`src/rtl/panel_defines.svh`:
```
`ifndef PANEL_DEFINES_SVH
`define PANEL_DEFINES_SVH

// scan and blink timing, in core clock cycles
`define PANEL_SCAN_DIV       16     // cycles per digit slot
`define PANEL_SCROLL_DIV     512    // cycles per scroll step while loading
`define PANEL_HEARTBEAT_DIV  100    // cycles between heartbeat toggles

// counter widths
`define PANEL_PWM_BITS       12     // breathing frame counter
`define PANEL_BLINK_BITS     4      // led lit one cycle in 16

// display geometry
`define PANEL_DIGITS         8
`define PANEL_WORD_W         32

// active-high segment patterns, bit 7 is the dot
`define PANEL_GLYPH_A        8'h77
`define PANEL_GLYPH_R        8'h05  // lower case r
`define PANEL_GLYPH_C        8'h0d  // lower case c
`define PANEL_GLYPH_H        8'h17
`define PANEL_GLYPH_P        8'h67
`define PANEL_GLYPH_O        8'h1d  // lower case o

// loading message
`define PANEL_GLYPH_L        8'h0e
`define PANEL_GLYPH_LA       8'h7d  // lower case a with top bar
`define PANEL_GLYPH_D        8'h3d
`define PANEL_GLYPH_I        8'h10
`define PANEL_GLYPH_N        8'h15
`define PANEL_GLYPH_G        8'hfb
`define PANEL_GLYPH_DOT      8'h80

`endif
```
`src/rtl/panel_pkg.sv`:
```
package panel_pkg;

    // board phase as seen by the panel
    typedef enum logic [1:0] {
        MODE_SPLASH = 2'd0,  // before boot loading starts
        MODE_LOAD   = 2'd1,  // boot image being loaded
        MODE_RUN    = 2'd2   // cpu running
    } disp_mode_e;

    // privilege level of the running hart
    // value 2 is reserved and shows no colour
    typedef enum logic [1:0] {
        PRIV_U = 2'd0,
        PRIV_S = 2'd1,
        PRIV_M = 2'd3
    } priv_e;

endpackage

```
`src/rtl/status_panel_top.sv`:
```
`include "panel_defines.svh"

module status_panel_top
    import panel_pkg::*;
(
    input  logic                      CORE_CLK,
    input  logic                      CORE_RST_X,
    input  logic                      i_init_start,
    input  logic                      i_init_done,
    input  logic                      i_btn_u,
    input  logic                      i_btn_d,
    input  logic                      i_btn_c,
    input  logic                      i_btn_l,
    input  logic                      i_btn_r,
    input  logic                      i_kbd_we,
    input  logic [7:0]                i_kbd_data,
    input  logic                      i_mouse_we,
    input  logic [7:0]                i_mouse_data,
    input  logic [`PANEL_WORD_W-1:0]  i_pc,
    input  logic [`PANEL_WORD_W-1:0]  i_ir,
    input  priv_e                     i_priv,
    output logic [7:0]                o_seg,
    output logic [`PANEL_DIGITS-1:0]  o_an,
    output logic [2:0]                o_led_rgb,
    output logic                      o_heartbeat
);

    disp_mode_e                   w_mode;
    logic                         w_digit_tick;
    logic [2:0]                   w_digit;
    logic [3:0]                   w_scroll_pos;
    logic [`PANEL_BLINK_BITS-1:0] w_blink_phase;
    logic [`PANEL_WORD_W-1:0]     w_word;

    disp_mode_fsm u_mode (
        .CORE_CLK     (CORE_CLK),
        .CORE_RST_X   (CORE_RST_X),
        .i_init_start (i_init_start),
        .i_init_done  (i_init_done),
        .o_mode       (w_mode)
    );

    display_timer u_timer (
        .CORE_CLK      (CORE_CLK),
        .CORE_RST_X    (CORE_RST_X),
        .i_mode        (w_mode),
        .o_digit_tick  (w_digit_tick),
        .o_digit       (w_digit),
        .o_scroll_pos  (w_scroll_pos),
        .o_blink_phase (w_blink_phase),
        .o_heartbeat   (o_heartbeat)
    );

    display_word_select u_word (
        .CORE_CLK     (CORE_CLK),
        .CORE_RST_X   (CORE_RST_X),
        .i_btn_u      (i_btn_u),
        .i_btn_d      (i_btn_d),
        .i_btn_c      (i_btn_c),
        .i_btn_l      (i_btn_l),
        .i_btn_r      (i_btn_r),
        .i_kbd_we     (i_kbd_we),
        .i_kbd_data   (i_kbd_data),
        .i_mouse_we   (i_mouse_we),
        .i_mouse_data (i_mouse_data),
        .i_pc         (i_pc),
        .i_ir         (i_ir),
        .o_word       (w_word)
    );

    seg_digit_driver u_seg (
        .CORE_CLK     (CORE_CLK),
        .CORE_RST_X   (CORE_RST_X),
        .i_mode       (w_mode),
        .i_digit_tick (w_digit_tick),
        .i_digit      (w_digit),
        .i_scroll_pos (w_scroll_pos),
        .i_word       (w_word),
        .o_seg        (o_seg),
        .o_an         (o_an)
    );

    rgb_status_led u_rgb (
        .CORE_CLK      (CORE_CLK),
        .CORE_RST_X    (CORE_RST_X),
        .i_mode        (w_mode),
        .i_priv        (i_priv),
        .i_blink_phase (w_blink_phase),
        .o_led_rgb     (o_led_rgb)
    );

endmodule

```
`src/rtl/rgb_status_led.sv`:
```
`include "panel_defines.svh"

module rgb_status_led
    import panel_pkg::*;
(
    input  logic                          CORE_CLK,
    input  logic                          CORE_RST_X,
    input  disp_mode_e                    i_mode,
    input  priv_e                         i_priv,
    input  logic [`PANEL_BLINK_BITS-1:0]  i_blink_phase,
    output logic [2:0]                    o_led_rgb  // {blue, green, red}
);

    localparam int PW = `PANEL_PWM_BITS;

    // channel 2 blue, 1 green, 0 red
    localparam logic [2:0][PW:0] DUTY_STEP = {13'd2, 13'd3, 13'd5};
    localparam logic [2:0][PW:0] DUTY_INIT = {13'd0, 13'd64, 13'd512};

    logic [PW-1:0]     r_frame;
    logic [2:0][PW:0]  r_duty;   // top bit selects ramp up or down
    logic [2:0]        r_pwm;
    logic [2:0]        w_priv_rgb;

    always_ff @(posedge CORE_CLK) begin
        if (!CORE_RST_X) begin
            r_frame <= '0;
            r_duty  <= DUTY_INIT;
            r_pwm   <= '0;
        end else begin
            r_frame <= r_frame + 1'b1;
            for (int ch = 0; ch < 3; ch++) begin
                if (r_frame == '0) begin
                    r_duty[ch] <= r_duty[ch] + DUTY_STEP[ch];  // once per frame
                end
                r_pwm[ch] <= r_duty[ch][PW] ? (r_duty[ch][PW-1:0] < r_frame)
                                            : (r_duty[ch][PW-1:0] >= r_frame);
            end
        end
    end

    always_comb begin
        case (i_priv)
            PRIV_U:  w_priv_rgb = 3'b100;  // blue
            PRIV_S:  w_priv_rgb = 3'b010;  // green
            PRIV_M:  w_priv_rgb = 3'b001;  // red
            default: w_priv_rgb = 3'b000;
        endcase
    end

    always_comb begin
        case (i_mode)
            MODE_LOAD: o_led_rgb = r_pwm;
            MODE_RUN:  o_led_rgb = (i_blink_phase == '0) ? w_priv_rgb : 3'b000;
            default:   o_led_rgb = 3'b000;
        endcase
    end

endmodule

```
`src/rtl/seg_digit_driver.sv`:
```
`include "panel_defines.svh"

module seg_digit_driver
    import panel_pkg::*;
(
    input  logic                      CORE_CLK,
    input  logic                      CORE_RST_X,
    input  disp_mode_e                i_mode,
    input  logic                      i_digit_tick,
    input  logic [2:0]                i_digit,
    input  logic [3:0]                i_scroll_pos,
    input  logic [`PANEL_WORD_W-1:0]  i_word,
    output logic [7:0]                o_seg,   // active low
    output logic [`PANEL_DIGITS-1:0]  o_an     // active low
);

    logic [3:0] w_nibble;
    logic [3:0] w_load_idx;
    logic [7:0] w_glyph;
    logic       r_started;  // set by the first tick

    function automatic logic [7:0] hex_glyph(input logic [3:0] nib);
        case (nib)
            4'h0:    return 8'h7e;
            4'h1:    return 8'h30;
            4'h2:    return 8'h6d;
            4'h3:    return 8'h79;
            4'h4:    return 8'h33;
            4'h5:    return 8'h5b;
            4'h6:    return 8'h5f;
            4'h7:    return 8'h70;
            4'h8:    return 8'h7f;
            4'h9:    return 8'h7b;
            4'ha:    return 8'h77;
            4'hb:    return 8'h1f;
            4'hc:    return 8'h4e;
            4'hd:    return 8'h3d;
            4'he:    return 8'h4f;
            default: return 8'h47;
        endcase
    endfunction

    // "ArchProc", leftmost digit is 7
    function automatic logic [7:0] splash_glyph(input logic [2:0] dig);
        case (dig)
            3'd7:    return `PANEL_GLYPH_A;
            3'd6:    return `PANEL_GLYPH_R;
            3'd5:    return `PANEL_GLYPH_C;
            3'd4:    return `PANEL_GLYPH_H;
            3'd3:    return `PANEL_GLYPH_P;
            3'd2:    return `PANEL_GLYPH_R;
            3'd1:    return `PANEL_GLYPH_O;
            default: return `PANEL_GLYPH_C;
        endcase
    endfunction

    // 16-entry message ring: 7 blanks, "Loading", two dots
    function automatic logic [7:0] load_glyph(input logic [3:0] idx);
        case (idx)
            4'd7:    return `PANEL_GLYPH_L;
            4'd8:    return `PANEL_GLYPH_O;
            4'd9:    return `PANEL_GLYPH_LA;
            4'd10:   return `PANEL_GLYPH_D;
            4'd11:   return `PANEL_GLYPH_I;
            4'd12:   return `PANEL_GLYPH_N;
            4'd13:   return `PANEL_GLYPH_G;
            4'd14,
            4'd15:   return `PANEL_GLYPH_DOT;
            default: return 8'h00;
        endcase
    endfunction

    assign w_nibble   = i_word[{i_digit, 2'b00} +: 4];
    assign w_load_idx = i_scroll_pos + 4'd7 - {1'b0, i_digit};  // mod 16

    always_comb begin
        case (i_mode)
            MODE_RUN:  w_glyph = hex_glyph(w_nibble);
            MODE_LOAD: w_glyph = load_glyph(w_load_idx);
            default:   w_glyph = splash_glyph(i_digit);
        endcase
    end

    always_ff @(posedge CORE_CLK) begin
        if (!CORE_RST_X) begin
            o_seg     <= '1;
            o_an      <= '1;  // all digits off
            r_started <= 1'b0;
        end else if (i_digit_tick) begin
            o_seg     <= ~w_glyph;
            o_an      <= ~(`PANEL_DIGITS'(1) << i_digit);
            r_started <= 1'b1;
        end
    end

    // from the first slot on, exactly one digit is driven
    a_one_anode: assert property (
        @(posedge CORE_CLK) disable iff (!CORE_RST_X)
        r_started |-> $onehot(~o_an)
    );

endmodule

```
`src/rtl/display_word_select.sv`:
```
`include "panel_defines.svh"

module display_word_select (
    input  logic                      CORE_CLK,
    input  logic                      CORE_RST_X,
    input  logic                      i_btn_u,
    input  logic                      i_btn_d,
    input  logic                      i_btn_c,
    input  logic                      i_btn_l,
    input  logic                      i_btn_r,
    input  logic                      i_kbd_we,
    input  logic [7:0]                i_kbd_data,
    input  logic                      i_mouse_we,
    input  logic [7:0]                i_mouse_data,
    input  logic [`PANEL_WORD_W-1:0]  i_pc,
    input  logic [`PANEL_WORD_W-1:0]  i_ir,
    output logic [`PANEL_WORD_W-1:0]  o_word
);

    // last two keyboard bytes low, last two mouse bytes high
    logic [`PANEL_WORD_W-1:0] r_history;

    always_ff @(posedge CORE_CLK) begin
        if (!CORE_RST_X) begin
            r_history <= '0;
        end else begin
            if (i_kbd_we) begin
                r_history[15:8] <= r_history[7:0];
                r_history[7:0]  <= i_kbd_data;
            end
            if (i_mouse_we) begin
                r_history[31:24] <= r_history[23:16];
                r_history[23:16] <= i_mouse_data;
            end
        end
    end

    // button priority: u/d/c blank, then pc, then ir, else history
    always_comb begin
        if (i_btn_u || i_btn_d || i_btn_c) begin
            o_word = '0;
        end else if (i_btn_l) begin
            o_word = i_pc;
        end else if (i_btn_r) begin
            o_word = i_ir;
        end else begin
            o_word = r_history;
        end
    end

endmodule

```
`src/rtl/display_timer.sv`:
```
`include "panel_defines.svh"

module display_timer
    import panel_pkg::*;
(
    input  logic                          CORE_CLK,
    input  logic                          CORE_RST_X,
    input  disp_mode_e                    i_mode,
    output logic                          o_digit_tick,
    output logic [2:0]                    o_digit,
    output logic [3:0]                    o_scroll_pos,
    output logic [`PANEL_BLINK_BITS-1:0]  o_blink_phase,
    output logic                          o_heartbeat
);

    localparam int SCAN_W   = $clog2(`PANEL_SCAN_DIV);
    localparam int SCROLL_W = $clog2(`PANEL_SCROLL_DIV);
    localparam int HB_W     = $clog2(`PANEL_HEARTBEAT_DIV);

    logic [SCAN_W-1:0]   r_scan_cnt;
    logic [SCROLL_W-1:0] r_scroll_cnt;
    logic [HB_W-1:0]     r_hb_cnt;
    logic                w_scroll_wrap;
    logic                w_hb_wrap;

    assign o_digit_tick  = (r_scan_cnt == SCAN_W'(`PANEL_SCAN_DIV - 1));
    assign w_scroll_wrap = (r_scroll_cnt == SCROLL_W'(`PANEL_SCROLL_DIV - 1));
    assign w_hb_wrap     = (r_hb_cnt == HB_W'(`PANEL_HEARTBEAT_DIV - 1));

    always_ff @(posedge CORE_CLK) begin
        if (!CORE_RST_X) begin
            r_scan_cnt    <= '0;
            o_digit       <= '0;
            r_scroll_cnt  <= '0;
            o_scroll_pos  <= '0;
            o_blink_phase <= '0;
            r_hb_cnt      <= '0;
            o_heartbeat   <= 1'b0;
        end else begin
            // digit scan
            r_scan_cnt <= o_digit_tick ? '0 : r_scan_cnt + 1'b1;
            if (o_digit_tick) begin
                o_digit <= o_digit + 1'b1;
            end

            // scroll only moves while loading
            if (i_mode == MODE_LOAD) begin
                r_scroll_cnt <= w_scroll_wrap ? '0 : r_scroll_cnt + 1'b1;
                if (w_scroll_wrap) begin
                    o_scroll_pos <= o_scroll_pos + 1'b1;  // wraps mod 16
                end
            end

            o_blink_phase <= o_blink_phase + 1'b1;  // free running

            r_hb_cnt <= w_hb_wrap ? '0 : r_hb_cnt + 1'b1;
            if (w_hb_wrap) begin
                o_heartbeat <= ~o_heartbeat;
            end
        end
    end

    // each digit slot is opened by a single-cycle tick
    a_tick_pulse: assert property (
        @(posedge CORE_CLK) disable iff (!CORE_RST_X)
        o_digit_tick |=> !o_digit_tick
    );

endmodule

```
`src/rtl/disp_mode_fsm.sv`:
```
module disp_mode_fsm
    import panel_pkg::*;
(
    input  logic       CORE_CLK,
    input  logic       CORE_RST_X,
    input  logic       i_init_start,
    input  logic       i_init_done,
    output disp_mode_e o_mode
);

    disp_mode_e r_mode;
    disp_mode_e w_mode_nxt;

    always_comb begin
        w_mode_nxt = r_mode;
        case (r_mode)
            MODE_SPLASH: begin
                // done wins if the loader finishes before start is seen
                if (i_init_done) begin
                    w_mode_nxt = MODE_RUN;
                end else if (i_init_start) begin
                    w_mode_nxt = MODE_LOAD;
                end
            end
            MODE_LOAD: begin
                if (i_init_done) begin
                    w_mode_nxt = MODE_RUN;
                end
            end
            MODE_RUN:    w_mode_nxt = MODE_RUN;  // held until reset
            default:     w_mode_nxt = MODE_SPLASH;
        endcase
    end

    always_ff @(posedge CORE_CLK) begin
        if (!CORE_RST_X) begin
            r_mode <= MODE_SPLASH;
        end else begin
            r_mode <= w_mode_nxt;
        end
    end

    assign o_mode = r_mode;

    // once running, the panel never falls back to splash or loading
    a_run_sticky: assert property (
        @(posedge CORE_CLK) disable iff (!CORE_RST_X)
        (o_mode == MODE_RUN) |=> (o_mode == MODE_RUN)
    );

endmodule

```
`config.mk`:
```
export PLATFORM = sky130hd
export DESIGN_NAME = status_panel_top
export DESIGN_NICKNAME = d
export VERILOG_FILES = /design/src/rtl/panel_pkg.sv /design/src/rtl/status_panel_top.sv /design/src/rtl/rgb_status_led.sv /design/src/rtl/seg_digit_driver.sv /design/src/rtl/display_word_select.sv /design/src/rtl/display_timer.sv /design/src/rtl/disp_mode_fsm.sv
export VERILOG_INCLUDE_DIRS = /design/src /design/src/rtl
export SDC_FILE = /design/constraint.sdc
export NUM_CORES = 1
export LEC_CHECK = 0
export BUFFER_PORTS_ARGS = -buffer_cell sky130_fd_sc_hd__buf_4
export CAP_MARGIN = 20
export CELL_PAD_IN_SITES_DETAIL_PLACEMENT = 0
export CELL_PAD_IN_SITES_GLOBAL_PLACEMENT = 1
export CORE_MARGIN = 4
export CORE_UTILIZATION = 40
export DETAILED_ROUTE_END_ITERATION = 16
export GPL_TIMING_DRIVEN = 1
export PLACE_DENSITY = 0.85
export SLEW_MARGIN = 20
export SYNTH_ARGS = -nofsm -noshare
export SYNTH_HDL_FRONTEND = slang
export SYNTH_HIERARCHICAL = 1
export SYNTH_SLANG_ARGS = --single-unit
```
`constraint.sdc`:
```
create_clock -name CORE_CLK -period 2.9 [get_ports CORE_CLK]
set_input_delay 0.29 -clock CORE_CLK [delete_from_list [all_inputs] [get_ports CORE_CLK]]
set_output_delay 0.29 -clock CORE_CLK [all_outputs]
set_load 0.005 [all_outputs]
```
Yosys cells after proc, flatten, opt, wreduce, memory -nomap -nowiden
Memory sizes are Yosys's and may differ from the RTL's.
Cells that the tools add are included.
Widths: inputs -> output; s select.
{ "op_classes": {"n_addsub": 12, "n_lt_le_gt_ge": 6, "n_eq_ne": 15, "shifts": 2, "muxes": 16, "n_bitwise": 4, "reduce_logical": 11} }
{ "ops": {"columns": ["cell", "n"], "rows": [
  ["$mux 32", 3],
  ["$ge 12x12->1", 3],
  ["$lt 12x12->1", 3],
  ["$pmux 7 s5", 1],
  ["$shiftx 32x6->4", 1],
  ["$add 13x2->13 const B", 2],
  ["$not 8->8", 2],
  ["$pmux 8 s2", 1],
  ["$add 13x3->13 const B", 1],
  ["$add 12x1->12 const B", 1],
  ["$add 4x1->4 const B", 3],
  ["$logic_not 12->1", 1],
  ["$add 9x1->9 const B", 1],
  ["$eq 3x3->1 const B", 3],
  ["$eq 9x9->1 const B", 1],
  ["$mux 9", 1],
  ["$pmux 3 s3", 1],
  ["$shl 1x3->8 const A", 1],
  ["$add 7x1->7 const B", 1],
  ["$eq 7x7->1 const B", 1],
  ["$eq 3x2->1 const B", 2],
  ["$mux 2", 3],
  ["$pmux 2 s3", 1],
  ["$pmux 3 s2", 1],
  ["other kinds (17)", 27]
]} }
{ "totals": {"reg_bits": 136, "romBits": 240, "in_bits": 93, "output_inout_bits": 20, "elab_cells": 85, "n_memories": 2} }
{ "mem_list": {"columns": ["name", "words", "word_bits", "read_ports", "rd_ports_with_merged_regs", "write_ports", "line_no", "source"], "rows": [
  ["(no name shown)", 16, 8, 1, 0, 0, "seg_digit_driver.sv:59", "case (idx)"],
  ["(no name shown)", 16, 7, 1, 0, 0, "seg_digit_driver.sv:23", "case (nib)"]
]} }

Longest topological paths before layout
Gate-level depths: netlist of run 1.
An unclocked memory read counts as a cell.
{ "depth": {"depth_word": 7, "ltp_mapped": 15, "depth_no_buf": 13} }

By module
Netlist of run 1, hierarchy kept.
{ "modules_own_cells": {"columns": ["mod", "n_inst", "cells_per_inst", "area_per_inst_um2", "seq_area_each_um2"], "rows": [
  ["rgb_status_led", 1, 373, 3362.0, 1061.0],
  ["display_word_select", 1, 215, 2217.1, 640.6],
  ["seg_digit_driver", 1, 201, 1622.8, 320.3],
  ["display_timer", 1, 142, 1331.3, 640.6],
  ["disp_mode_fsm", 1, 17, 145.1, 40.0]
]} }

Least setup slack after synthesis of run 1
No wires, ideal clock.
{ "synth_path": {"path_kind": "input to register", "start": "input i_btn_d", "end": "register u_seg.o_seg[6]", "setup_time_ns": 0.125, "t_arrival_ns": 2.659, "required_ns": 2.775, "setup_slack_ns": 0.116, "stages": 14, "path_buffers": 2, "cell_sequence": "or3_1 -> buf_6 -> buf_6 -> a211oi_2 -> mux2_2 -> o22ai_1 -> a22oi_1 -> a21boi_2 -> inv_1 -> ha_1 -> nand2b_1 -> or3_1 -> o2111ai_1 -> a21oi_1"} }
{ "synth_between": {"elab_chain_cells": 7} }
{ "synth_lines": {"columns": ["item", "line_no", "source"], "rows": [
  ["start, declared", "status_panel_top.sv:11", "input logic i_btn_d,"],
  ["$logic_or 1x1->1 (2 in a row)", "display_word_select.sv:40", "if (i_btn_u || i_btn_d || i_btn_c) begin"],
  ["$mux 32", "display_word_select.sv:40", null],
  ["net w_word[9]", "status_panel_top.sv:33", "logic [`PANEL_WORD_W-1:0] w_word;"],
  ["$shiftx 32x6->4", "seg_digit_driver.sv:73", "assign w_nibble = i_word[{i_digit, 2'b00} +: 4];"],
  ["$mem_v2 16x7", null, null],
  ["$pmux 8 s2", "seg_digit_driver.sv:77", "case (i_mode)"],
  ["$not 8->8", "seg_digit_driver.sv:90", "o_seg <= ~w_glyph;"],
  ["end signal, assigned", "seg_digit_driver.sv:90", null],
  ["end, declared", "seg_digit_driver.sv:13", "output logic [7:0] o_seg,"]
]} }
The timed path passes the listed nets, and every way through them passes these cells.
A chain may end at the register's enable or synchronous reset.

Worst setup path after layout of run 1
{ "layout_path": {"start": "register u_timer.o_digit[0]", "end": "register u_seg.o_seg[6]"} }
{ "layout_between": {"elab_chain_cells": 5, "word_cells_on_any_way": 14, "classes_between": "add/sub: 1; eq/ne: 6; shift: 1; mux: 2; bitwise: 1; reduce/logical: 1; memory: 2"} }
{ "layout_lines": {"columns": ["item", "line_no", "source"], "rows": [
  ["start, declared", "display_timer.sv:10", "output logic [2:0] o_digit,"],
  ["start signal, assigned", "display_timer.sv:43", "o_digit <= o_digit + 1'b1;"],
  ["parallel branches: the longest is 3 deep, another holds $mem_v2 16x7", null, null],
  ["$pmux 8 s2 *", "seg_digit_driver.sv:77", null],
  ["$not 8->8 *", "seg_digit_driver.sv:90", null]
]} }
Every way passes the cells marked *.

==> results_dict.tcl, run 1 <==
set metrics [dict create \
    insertion_delay_ns 0.43 \
    grt_use_met3_pct 4.42 \
    antenna_left 0 \
    die_h_um 155 \
    reg2regPathDepth 10 \
    via_count 6990 \
    timing.rr.end "u_seg/o_seg[6]$_SDFFE_PN1P_" \
    cts-root-buf "clkbuf_16" \
    die_area_sq_mm 0.0241 \
    final-setup-viol-count 0 \
    area_delta_synth_final_pct 19.6 \
    routed_wl_um 20900 \
    final_layout_size_suffix_gt1_share_pct 20.7 \
    max_stage_delay_ns 0.38 \
    syn_area_per_cell_sq_um 9.15 \
    synth.top_cell.area_share_pct 31.1 \
    die_w_um 155 \
    tightestPinTransition_ns 0.561 \
    cp_slowest_cell "dfxtp_1" \
    power.density_mw_per_mm2 482 \
    synth_seq_area_share_pct 31.1 \
    r2r-start "u_timer/o_digit[0]$_SDFFE_PN0P_" \
    cts.sinks 135 \
    cts_inserted_buffers 17 \
    viasPerCell 5.22 \
    drcViolationCount 0 \
    async_reset_ff_share_pct 0 \
    finalHoldViolations 0 \
    wl_per_cell_um 15.6 \
    clk_pin_slew_worst_paths_ns 0.06 \
    postCtsResizedCells 0 \
    leakagePower_nw 4.37 \
    grt_use_met1_pct 22.6 \
    gr-total-overflow 0 \
    final_area_sq_mm 0.0104 \
    antenna_found_initial 0 \
    drv_slew 0 \
    place.gp.congestion 0.874 \
    std_cell_rows 53 \
    grt_first_pass_wirelength_um 34400 \
    grt_use_met2_pct 28.9 \
    final_nets 1217 \
    worstSetupEndpointType "flip-flop" \
    top_usage_layer "met2" \
    final_common_cell "dfxtp_1" \
    crit_type "flip-flop to flip-flop" \
    dr.pass1.iters 6 \
    hold_path_end "u_mode/o_mode[0]$_SDFFE_PN0P_" \
    start_util_pct 41.0 \
    hold-path-cell-count 2 \
    grt_pass1_vias 6824 \
    multi_input_area_sq_mm 0.00550 \
    r2r_slack_ns 0.42 \
    ys_warn_count 6 \
    drv_cap 0 \
    grt_start_max_net_pins 86 \
    synth_area_leaders "dfxtp_1 (31%), ha_1 (10%), mux2i_1 (9.2%)" \
    max_freq_mhz 404 \
    slew_headroom_pct 62.6 \
    mostFrequentLayoutCells "dfxtp_1 (135), buf_4 (131), mux2i_1 (80)" \
    hp-start "i_init_done" \
    startpoint_type "flip-flop" \
    cts_hold_buf 0 \
    n_antenna_cell 0 \
    yosys.area.top_type "dfxtp_1" \
    cp_max_fo 24 \
    syn_area_sq_mm 0.00868 \
    cts_max_level 4 \
    min_period_over_period_pct 85.4 \
    crit_chain "buf_12 > nand2_1 > o32ai_1 > a221o_1 > inv_2 > ha_1 > nand2b_1 > or3_1 > o2111ai_1 > a21oi_1" \
    path_delay_family "compound AO/OA/AOI/OAI gates" \
    setup_tns_ns 0 \
    ys_seq_elements 135 \
    synth_ff_type "dfxtp_1" \
    arrival_ns 2.79 \
    gr-usage-all-layers_pct 17.6 \
    irDropWorstVdd_mv 0.321 \
    finalClockSkew_ns 0.0192 \
    clockBufferDepth 2 \
    ioPinCount 113 \
    synthesis.nets 1112 \
    drtIter0Drc 305 \
    status "complete, no violations" \
    crit_buf_inv 2 \
    seqCellArea_sq_mm 0.00270 \
    p_total_mw 5.00 \
    layout_min_cycle_time_ns 2.48 \
    fillCellCount 2006 \
    postCtsSetupRepairBufs 0 \
    required_ns 3.21 \
    holdCritPathClass "input port to flip-flop" \
    place_area_sq_mm 0.00977 \
    coreArea_sq_mm 0.0212 \
    port_buffers 112 \
    cts_tree "built" \
    post-route-util_pct 49.0 \
    synth_edf_count 0 \
    grt_setup_unrepaired "false" \
    synth_cell_types 74 \
    hpwlAfterDp_um 15500 \
    synthCells 948 \
]
==> cells in the mapped netlist (6+ instances only) <==
cell and count:
nor3b_1 6, o22ai_1 7, a21boi_0 7, clkbuf_1 18
a21o_1 7, dfxtp_1 135, nand2b_1 12, nor3_1 12
and2_1 42, nor2_1 46, mux2i_1 80, buf_6 8
o21ai_0 35, nand3b_1 6, xor2_1 25, and3_1 11
nor2b_1 70, xnor2_1 26, buf_2 8, a211oi_2 30
nand4_1 18, a21oi_1 29, nand3_1 26, buf_4 13
ha_1 70, a211oi_1 6, inv_1 44, or3_1 14
nand2_1 54, o21a_1 6
==> metal layers <==
metal,part of all wire (%),vias to the layer above
li1,-,3553
met1,47,3265
met2,46,156
met3,5.4,16
met4,1.2,0
met5,0,-
==> sequential cells by signal, summed over array words and instances, names as in the netlist, 7 cells and up <==
name                  cells
u_rgb/r_frame            12
u_seg/o_an                8
u_seg/o_seg               8
u_rgb/r_duty             38
u_timer/r_hb_cnt          7
u_timer/r_scroll_cnt      9
u_word/r_history         32
==> report_power, final <==
group	internal [mW]	switching, mW
Sequential	1.93	0.0789
Combinational	0.354	0.372
Clock	1.44	0.829
Total	3.72	1.28
==> worst register-to-register path, stage by stage (launching register included) <==
cell,delay (ns)
dfxtp_1,0.38
buf_12,0.19
nand2_1,0.21
o32ai_1,0.35
a221o_1,0.30
inv_2,0.08
ha_1,0.19
nand2b_1,0.16
or3_1,0.32
o2111ai_1,0.08
a21oi_1,0.09
==> through the flow <==
step	setup WS [ns]	hold WS [ns]	std cells
after global placement	0.0422	0.440	1309
after floorplan	0.116	0.367	948
final	0.422	0.0399	1340
after detailed placement	0.0251	0.451	1309
after global routing	0.240	0.0215	1340
after CTS	0.448	0.0204	1340
==> area by class of cell <==
cell class              instances  area share, %
multi-input cells             719           53.0
flip-flops and latches        135           26.0
repair buffers                134           10.1
clock buffers                  20           4.21
well taps                     275           3.32
clock inverters                11           1.66
inverters                      46           1.66
==> cell families (layout without fill, tap and decap cells) <==
logic type	Yosys count	after routing	synth area share, %
AO/OA/AOI/OAI	162	162	14.3
XOR/XNOR	51	51	5.15
adder cells (fa/ha/maj)	71	71	10.3
buffers and inverters	94	211	5.45
flip-flops	135	135	31.1
multiplexers	86	86	10.3
AND/OR/NAND/NOR	349	349	23.4
==> worst max-delay path by stage <==
stage                             endpoint  depth (start not counted)                            start
6_report       u_seg/o_seg[6]$_SDFFE_PN1P_                         10  u_timer/o_digit[0]$_SDFFE_PN0P_
5_1_grt        u_seg/o_seg[0]$_SDFFE_PN1P_                         11  u_timer/o_digit[1]$_SDFFE_PN0P_
4_1_cts        u_seg/o_seg[4]$_SDFFE_PN1P_                         10  u_timer/o_digit[1]$_SDFFE_PN0P_
3_5_place_dp   u_seg/o_seg[4]$_SDFFE_PN1P_                         12                          i_btn_d
3_3_place_gp   u_seg/o_seg[4]$_SDFFE_PN1P_                         12                          i_btn_d
2_1_floorplan  u_seg/o_seg[6]$_SDFFE_PN1P_                         14                          i_btn_d
No activity file was read; power rests on OpenSTA's default activity.
==> run 2: changes to the inputs <==
--- a/config.mk
+++ b/config.mk
@@ -6,15 +6,16 @@
 export SDC_FILE = /design/constraint.sdc
 export NUM_CORES = 1
 export LEC_CHECK = 0
+export ABC_AREA = 1
 export BUFFER_PORTS_ARGS = -buffer_cell sky130_fd_sc_hd__buf_4
 export CAP_MARGIN = 20
 export CELL_PAD_IN_SITES_DETAIL_PLACEMENT = 0
 export CELL_PAD_IN_SITES_GLOBAL_PLACEMENT = 1
 export CORE_MARGIN = 4
-export CORE_UTILIZATION = 40
+export CORE_UTILIZATION = 38
 export DETAILED_ROUTE_END_ITERATION = 16
-export GPL_TIMING_DRIVEN = 1
-export PLACE_DENSITY = 0.85
+export GPL_TIMING_DRIVEN = 0
+export PLACE_DENSITY = 0.87
 export SLEW_MARGIN = 20
 export SYNTH_ARGS = -nofsm -noshare
 export SYNTH_HDL_FRONTEND = slang
==> results_dict.tcl, run 2 <==
set metrics [dict create \
    grt_use_met3_pct 3.02 \
    grt_use_met2_pct 32.2 \
    clk_pin_slew_worst_paths_ns 0.07 \
    cts_inserted_buffers 17 \
    switchingPower_mw 1.50 \
    synthCells 1462 \
    viasPerCell 4.81 \
    worstSetupEndpointType "flip-flop" \
    via_count 9269 \
    routed_wl_um 25600 \
    clockBufferDepth 2 \
    drv_slew 0 \
    die_h_um 165 \
    hpwlAfterDp_um 19300 \
    std_cell_rows 57 \
    ys_seq_elements 135 \
    min_period_over_period_pct 91.4 \
    place_ws_ns 0.0912 \
    irDropWorstVdd_mv 0.288 \
    startpoint_type "flip-flop" \
    gr-usage-all-layers_pct 18.7 \
    reg2regPathDepth 14 \
    top_register "u_rgb/r_duty" \
    reg.largest.list "u_rgb/r_duty x38, u_word/r_history x32, u_rgb/r_frame x12" \
    final_common_cell "nand2_1" \
    largest_reg_flops 38 \
    die_area_sq_mm 0.0271 \
    whs_ns 0.0827 \
    syn_area_per_cell_sq_um 6.38 \
    setup_slack_ns 0.250 \
    seqPwrFrac_pct 39.4 \
    hp-start "i_mouse_data[2]" \
    async_reset_ff_share_pct 0 \
    fillCellCount 2584 \
    synth_area_leaders "dfxtp_1 (29%), nand2_1 (15%), nor2_1 (9.6%)" \
    synthesis.nets 1626 \
    place.gp.congestion 0.869 \
    wl_per_cell_um 13.3 \
    syn_area_sq_mm 0.00932 \
    endpoint "u_seg/o_seg[0]$_SDFFE_PN1P_" \
    synth_ff_type "dfxtp_1" \
    required_ns 3.22 \
    grt_setup_unrepaired "false" \
    gr-total-overflow 0 \
    top_usage_layer "met2" \
    crit_start "u_timer/o_digit[2]$_SDFFE_PN0P_" \
    synth_seq_area_share_pct 29.0 \
    synth_edf_count 0 \
    postCtsResizedCells 0 \
    coreArea_sq_mm 0.0242 \
    cts_max_level 4 \
    yosys.area.top_type "dfxtp_1" \
    internal_power_mw 3.60 \
    area_delta_synth_final_pct 19.8 \
    postCtsSetupRepairBufs 0 \
    port_buffers 110 \
    timing.rr.end "u_seg/o_seg[0]$_SDFFE_PN1P_" \
    insertion_delay_ns 0.43 \
    start_util_pct 38.4 \
    drv_cap 0 \
    swShare_pct 29.4 \
    finalClockSkew_ns 0.0217 \
    cts_tree "built" \
    slew_headroom_pct 52.4 \
    die_w_um 165 \
    r2r-start "u_timer/o_digit[2]$_SDFFE_PN0P_" \
    cts-root-buf "clkbuf_16" \
    drcViolationCount 0 \
    synth_most_common_cell "nand2_1" \
    power_frac_clock_pct 43.7 \
    p_comb_share_pct 16.9 \
    antenna_left 0 \
    holdCritPathClass "input port to flip-flop" \
    leakagePower_nw 5.30 \
    mostFrequentLayoutCells "nand2_1 (375), nor2_1 (238), inv_1 (195)" \
    finalHoldViolations 0 \
    status "complete, no violations" \
    grt_first_pass_wirelength_um 40800 \
    arrival_ns 2.97 \
    grt_pass1_vias 8430 \
    dr.pass1.iters 5 \
    final-setup-viol-count 0 \
    power.density_mw_per_mm2 457 \
    cp_max_fo 10 \
    max_freq_mhz 377 \
    synth_cell_types 48 \
    antenna_found_initial 0 \
    ys_warn_count 6 \
    synth.top_cell.area_share_pct 29.0 \
    layout_min_cycle_time_ns 2.65 \
    drtIter0Drc 522 \
    crit_type "flip-flop to flip-flop" \
    grt_start_max_net_pins 20 \
    cts.sinks 135 \
    setup_tns_ns 0 \
    tightestPinTransition_ns 0.715 \
    cts_hold_buf 0 \
    ioPinCount 113 \
    r2r_slack_ns 0.25 \
    synth_common_cells "nand2_1 (375), nor2_1 (239), inv_1 (195), dfxtp_1 (135), nand3_1 (97)" \
    grt_use_met1_pct 24.1 \
    final_layout_size_suffix_gt1_share_pct 15.0 \
    final_nets 1755 \
]
## run 2: power by group through the flow
stage          Combinational, mW  Sequential (mW)  Clock, mW
4_1_cts                    0.867             2.01       2.29
5_1_grt                    0.984             2.02       2.36
6_report                   0.863             2.01       2.23
3_3_place_gp               0.846             2.05          0
3_5_place_dp               0.863             2.05          0
2_1_floorplan              0.584             2.03          0
## run 2: worst max-delay path: stages (launching register included)
cell     delay [ns]
dfxtp_1        0.35
buf_4          0.18
inv_1          0.07
buf_2          0.20
ha_1           0.30
inv_1          0.05
fa_1           0.43
xor2_1         0.16
xor2_1         0.19
nor2_2         0.14
inv_1          0.08
a21oi_2        0.13
a21oi_1        0.08
o21ai_1        0.11
nand2_1        0.07
## run 2: worst min-delay path by stage
stage	to	slack [ns]	cells after the start
floorplan	u_seg/o_seg[7]$_SDFFE_PN1P_	0.36	1
global placement	u_timer/r_hb_cnt[0]$_SDFF_PP0_	0.43	1
detailed placement	u_timer/r_scan_cnt[0]$_SDFF_PP0_	0.44	1
CTS	u_word/r_history[18]$_SDFFE_PN0P_	0.06	3
global route	u_word/r_history[4]$_SDFFE_PN0P_	0.09	3
finish	u_word/r_history[18]$_SDFFE_PN0P_	0.08	3
## run 2: cells by family after synthesis
family	after synthesis	synth area share (%)
simple gates	796	36.8
buf+inv	251	11.9
flops	135	29.0
fa+ha+maj	71	9.61
compound gates	193	11.2
xor+xnor	16	1.50
## run 2: stage by stage
stage / util [%] / power [mW] / std cells / instance area, sq um
after floorplan: - / 2.61 / 1462 / 9320
after global placement: 43.5 / 2.89 / 1896 / 10600
after detailed placement: 43.5 / 2.91 / 1896 / 10600
after CTS: 46.0 / 5.17 / 1928 / 11200
after global routing: 46.0 / 5.37 / 1928 / 11200
final: 46.0 / 5.10 / 1929 / 11200
## run 2: final cells by class
class	count	area [sq um]	area share [%]
Antenna cell	1	2.50	0.0224
Buffer	44	332	2.97
Clock buffer	18	439	3.93
Clock inverter	14	163	1.46
Inverter	207	785	7.03
Multi-Input combinational cell	1076	5510	49.4
Sequential cell	135	2700	24.2
Tap cell	324	405	3.63
Timing Repair Buffer	110	826	7.40
## run 2: layer usage
layer / vias to the layer above / wire length, um
met3: 39 / 1210
met4: 0 / 555
met5: - / 0
met2: 203 / 11900
li1: 4874 / -
met1: 4153 / 11900
==> run 3: changes to the inputs <==
--- a/config.mk
+++ b/config.mk
@@ -11,7 +11,6 @@
 export CAP_MARGIN = 20
 export CELL_PAD_IN_SITES_DETAIL_PLACEMENT = 0
 export CELL_PAD_IN_SITES_GLOBAL_PLACEMENT = 1
-export CORE_MARGIN = 4
 export CORE_UTILIZATION = 38
 export DETAILED_ROUTE_END_ITERATION = 16
 export GPL_TIMING_DRIVEN = 0
==> results_dict.tcl, run 3 (synthesis gave the netlist of run 2 again) <==
set metrics [dict create \
    status "complete, no violations" \
    die_area_sq_mm 0.0252 \
    cts_tree "built" \
    drv_cap 0 \
    grt_start_max_net_pins 20 \
    cp_max_fo 10 \
    drtIter0Drc 486 \
    power.density_mw_per_mm2 466 \
    antenna_found_initial 0 \
    viasPerCell 4.82 \
    die_h_um 159 \
    grt_setup_unrepaired "false" \
    cts.sinks 135 \
    arrival_ns 2.99 \
    finalClockSkew_ns 0.00978 \
    coreArea_sq_mm 0.0238 \
    final_common_cell "nand2_1" \
    cts-root-buf "clkbuf_16" \
    antenna_left 0 \
    min_period_over_period_pct 92.4 \
    cp_slowest_cell "fa_1" \
    max_freq_mhz 373 \
    gr-total-overflow 0 \
    die_w_um 159 \
    area_delta_synth_final_pct 20.0 \
    cts_max_level 4 \
    final_area_sq_mm 0.0112 \
    startpoint_type "flip-flop" \
    place_area_sq_mm 0.0105 \
    final-setup-viol-count 0 \
    start_util_pct 39.2 \
    post-route-util_pct 47.1 \
    finalHoldViolations 0 \
    routed_wl_um 25500 \
    irDropWorstVdd_mv 0.321 \
    clockBufferDepth 2 \
    reg.largest.list "u_rgb/r_duty x38, u_word/r_history x32, u_rgb/r_frame x12" \
    crit_type "flip-flop to flip-flop" \
    gr-usage-all-layers_pct 21.3 \
    cpMostUsedCell "inv_1" \
    postCtsResizedCells 0 \
    required_ns 3.21 \
    cts_inserted_buffers 17 \
    postCtsSetupRepairBufs 0 \
    holdCritPathClass "input port to flip-flop" \
    grt_pass1_vias 8759 \
    cts_hold_buf 0 \
    leakagePower_nw 5.30 \
    path_delay_family "adder cells" \
    drcViolationCount 0 \
    top_register "u_rgb/r_duty" \
    setup_tns_ns 0 \
    max_stage_delay_ns 0.42 \
    mostFrequentLayoutCells "nand2_1 (375), nor2_1 (238), inv_1 (195)" \
    largest_reg_flops 38 \
    r2r-start "u_timer/o_digit[2]$_SDFFE_PN0P_" \
    n_antenna_cell 0 \
    wl_per_cell_um 13.2 \
    hp-start "i_mouse_data[1]" \
    via_count 9270 \
    dr.pass1.iters 5 \
    final_nets 1755 \
    hpwlAfterDp_um 19200 \
    std_cell_rows 56 \
    crit_buf_inv 5 \
    ioPinCount 113 \
    layout_min_cycle_time_ns 2.68 \
    slew_headroom_pct 53.7 \
    drv_slew 0 \
    crit_chain "clkbuf_4 > inv_1 > buf_2 > ha_1 > inv_1 > fa_1 > xor2_1 > xor2_1 > nor2_2 > inv_1 > a21oi_2 > a21oi_1 > o21ai_1 > nand2_1" \
    final_layout_size_suffix_gt1_share_pct 15.0 \
    port_buffers 110 \
    worstSetupEndpointType "flip-flop" \
    clk_pin_slew_worst_paths_ns 0.07 \
    place.gp.congestion 0.842 \
    grt_first_pass_wirelength_um 41900 \
    crit_start "u_timer/o_digit[2]$_SDFFE_PN0P_" \
    tightestPinTransition_ns 0.695 \
    insertion_delay_ns 0.43 \
]
## run 3: cell types whose count changed in the layout (fill, tap and decap cells not counted)
cell        change
buf_4           -1
bufinv_16       +2
clkbuf_4        +1
clkbuf_8        -1
clkinv_2        +1
clkinv_4        -1
clkinvlp_4      +3
dfxtp_1         -1
dfxtp_2         +1
diode_2         -1
inv_6           -2
inv_8           -2
## run 3: routing by layer
metal / up-vias / wire length [um] / global-route usage [%]
met5: - / 0 / 0
met4: 0 / 508 / 7.14
met3: 32 / 1290 / 3.86
met2: 201 / 12000 / 37.3
met1: 4165 / 11700 / 26.0
li1: 4872 / - / -
## run 3: power breakdown
group	switching, mW	internal [mW]
Clock	0.897	1.44
Combinational	0.517	0.347
Sequential	0.0718	1.94
## run 3: area by class of cell
cell class | count | area (sq um)
Fill cell | 2466 | 12600
Multi-Input combinational cell | 1076 | 5510
Sequential cell | 135 | 2700
Timing Repair Buffer | 110 | 826
Inverter | 207 | 785
Clock buffer | 17 | 425
Tap cell | 319 | 399
Buffer | 44 | 332
Clock inverter | 15 | 201
## run 3: final timing paths
path                                       endpoint  slack, ns  cells after the start
setup / recovery        u_seg/o_seg[0]$_SDFFE_PN1P_       0.22                     14
hold / removal    u_word/r_history[17]$_SDFFE_PN0P_       0.08                      3
setup reg to reg        u_seg/o_seg[0]$_SDFFE_PN1P_       0.22                     14
hold reg to reg      u_timer/r_hb_cnt[0]$_SDFF_PP0_       0.44                      1
## run 3: worst min-delay path, stage by stage
cell and delay (ns):
buf_4 0.07, nor2_1 0.03, nor2_1 0.08
## run 3: through the flow
| stage | hold WS, ns | instances | worst slack, ns | total power [mW] |
|---|---|---|---|---|
| 3_3_place_gp | 0.429 | 1891 | 0.150 | 2.90 |
| 4_1_cts | 0.0701 | 1923 | 0.108 | 5.27 |
| 2_1_floorplan | 0.359 | 1462 | 0.467 | 2.61 |
| 5_1_grt | 0.0817 | 1923 | 0.0189 | 5.48 |
| 6_report | 0.0831 | 1923 | 0.221 | 5.21 |
| 3_5_place_dp | 0.441 | 1891 | 0.125 | 2.91 |
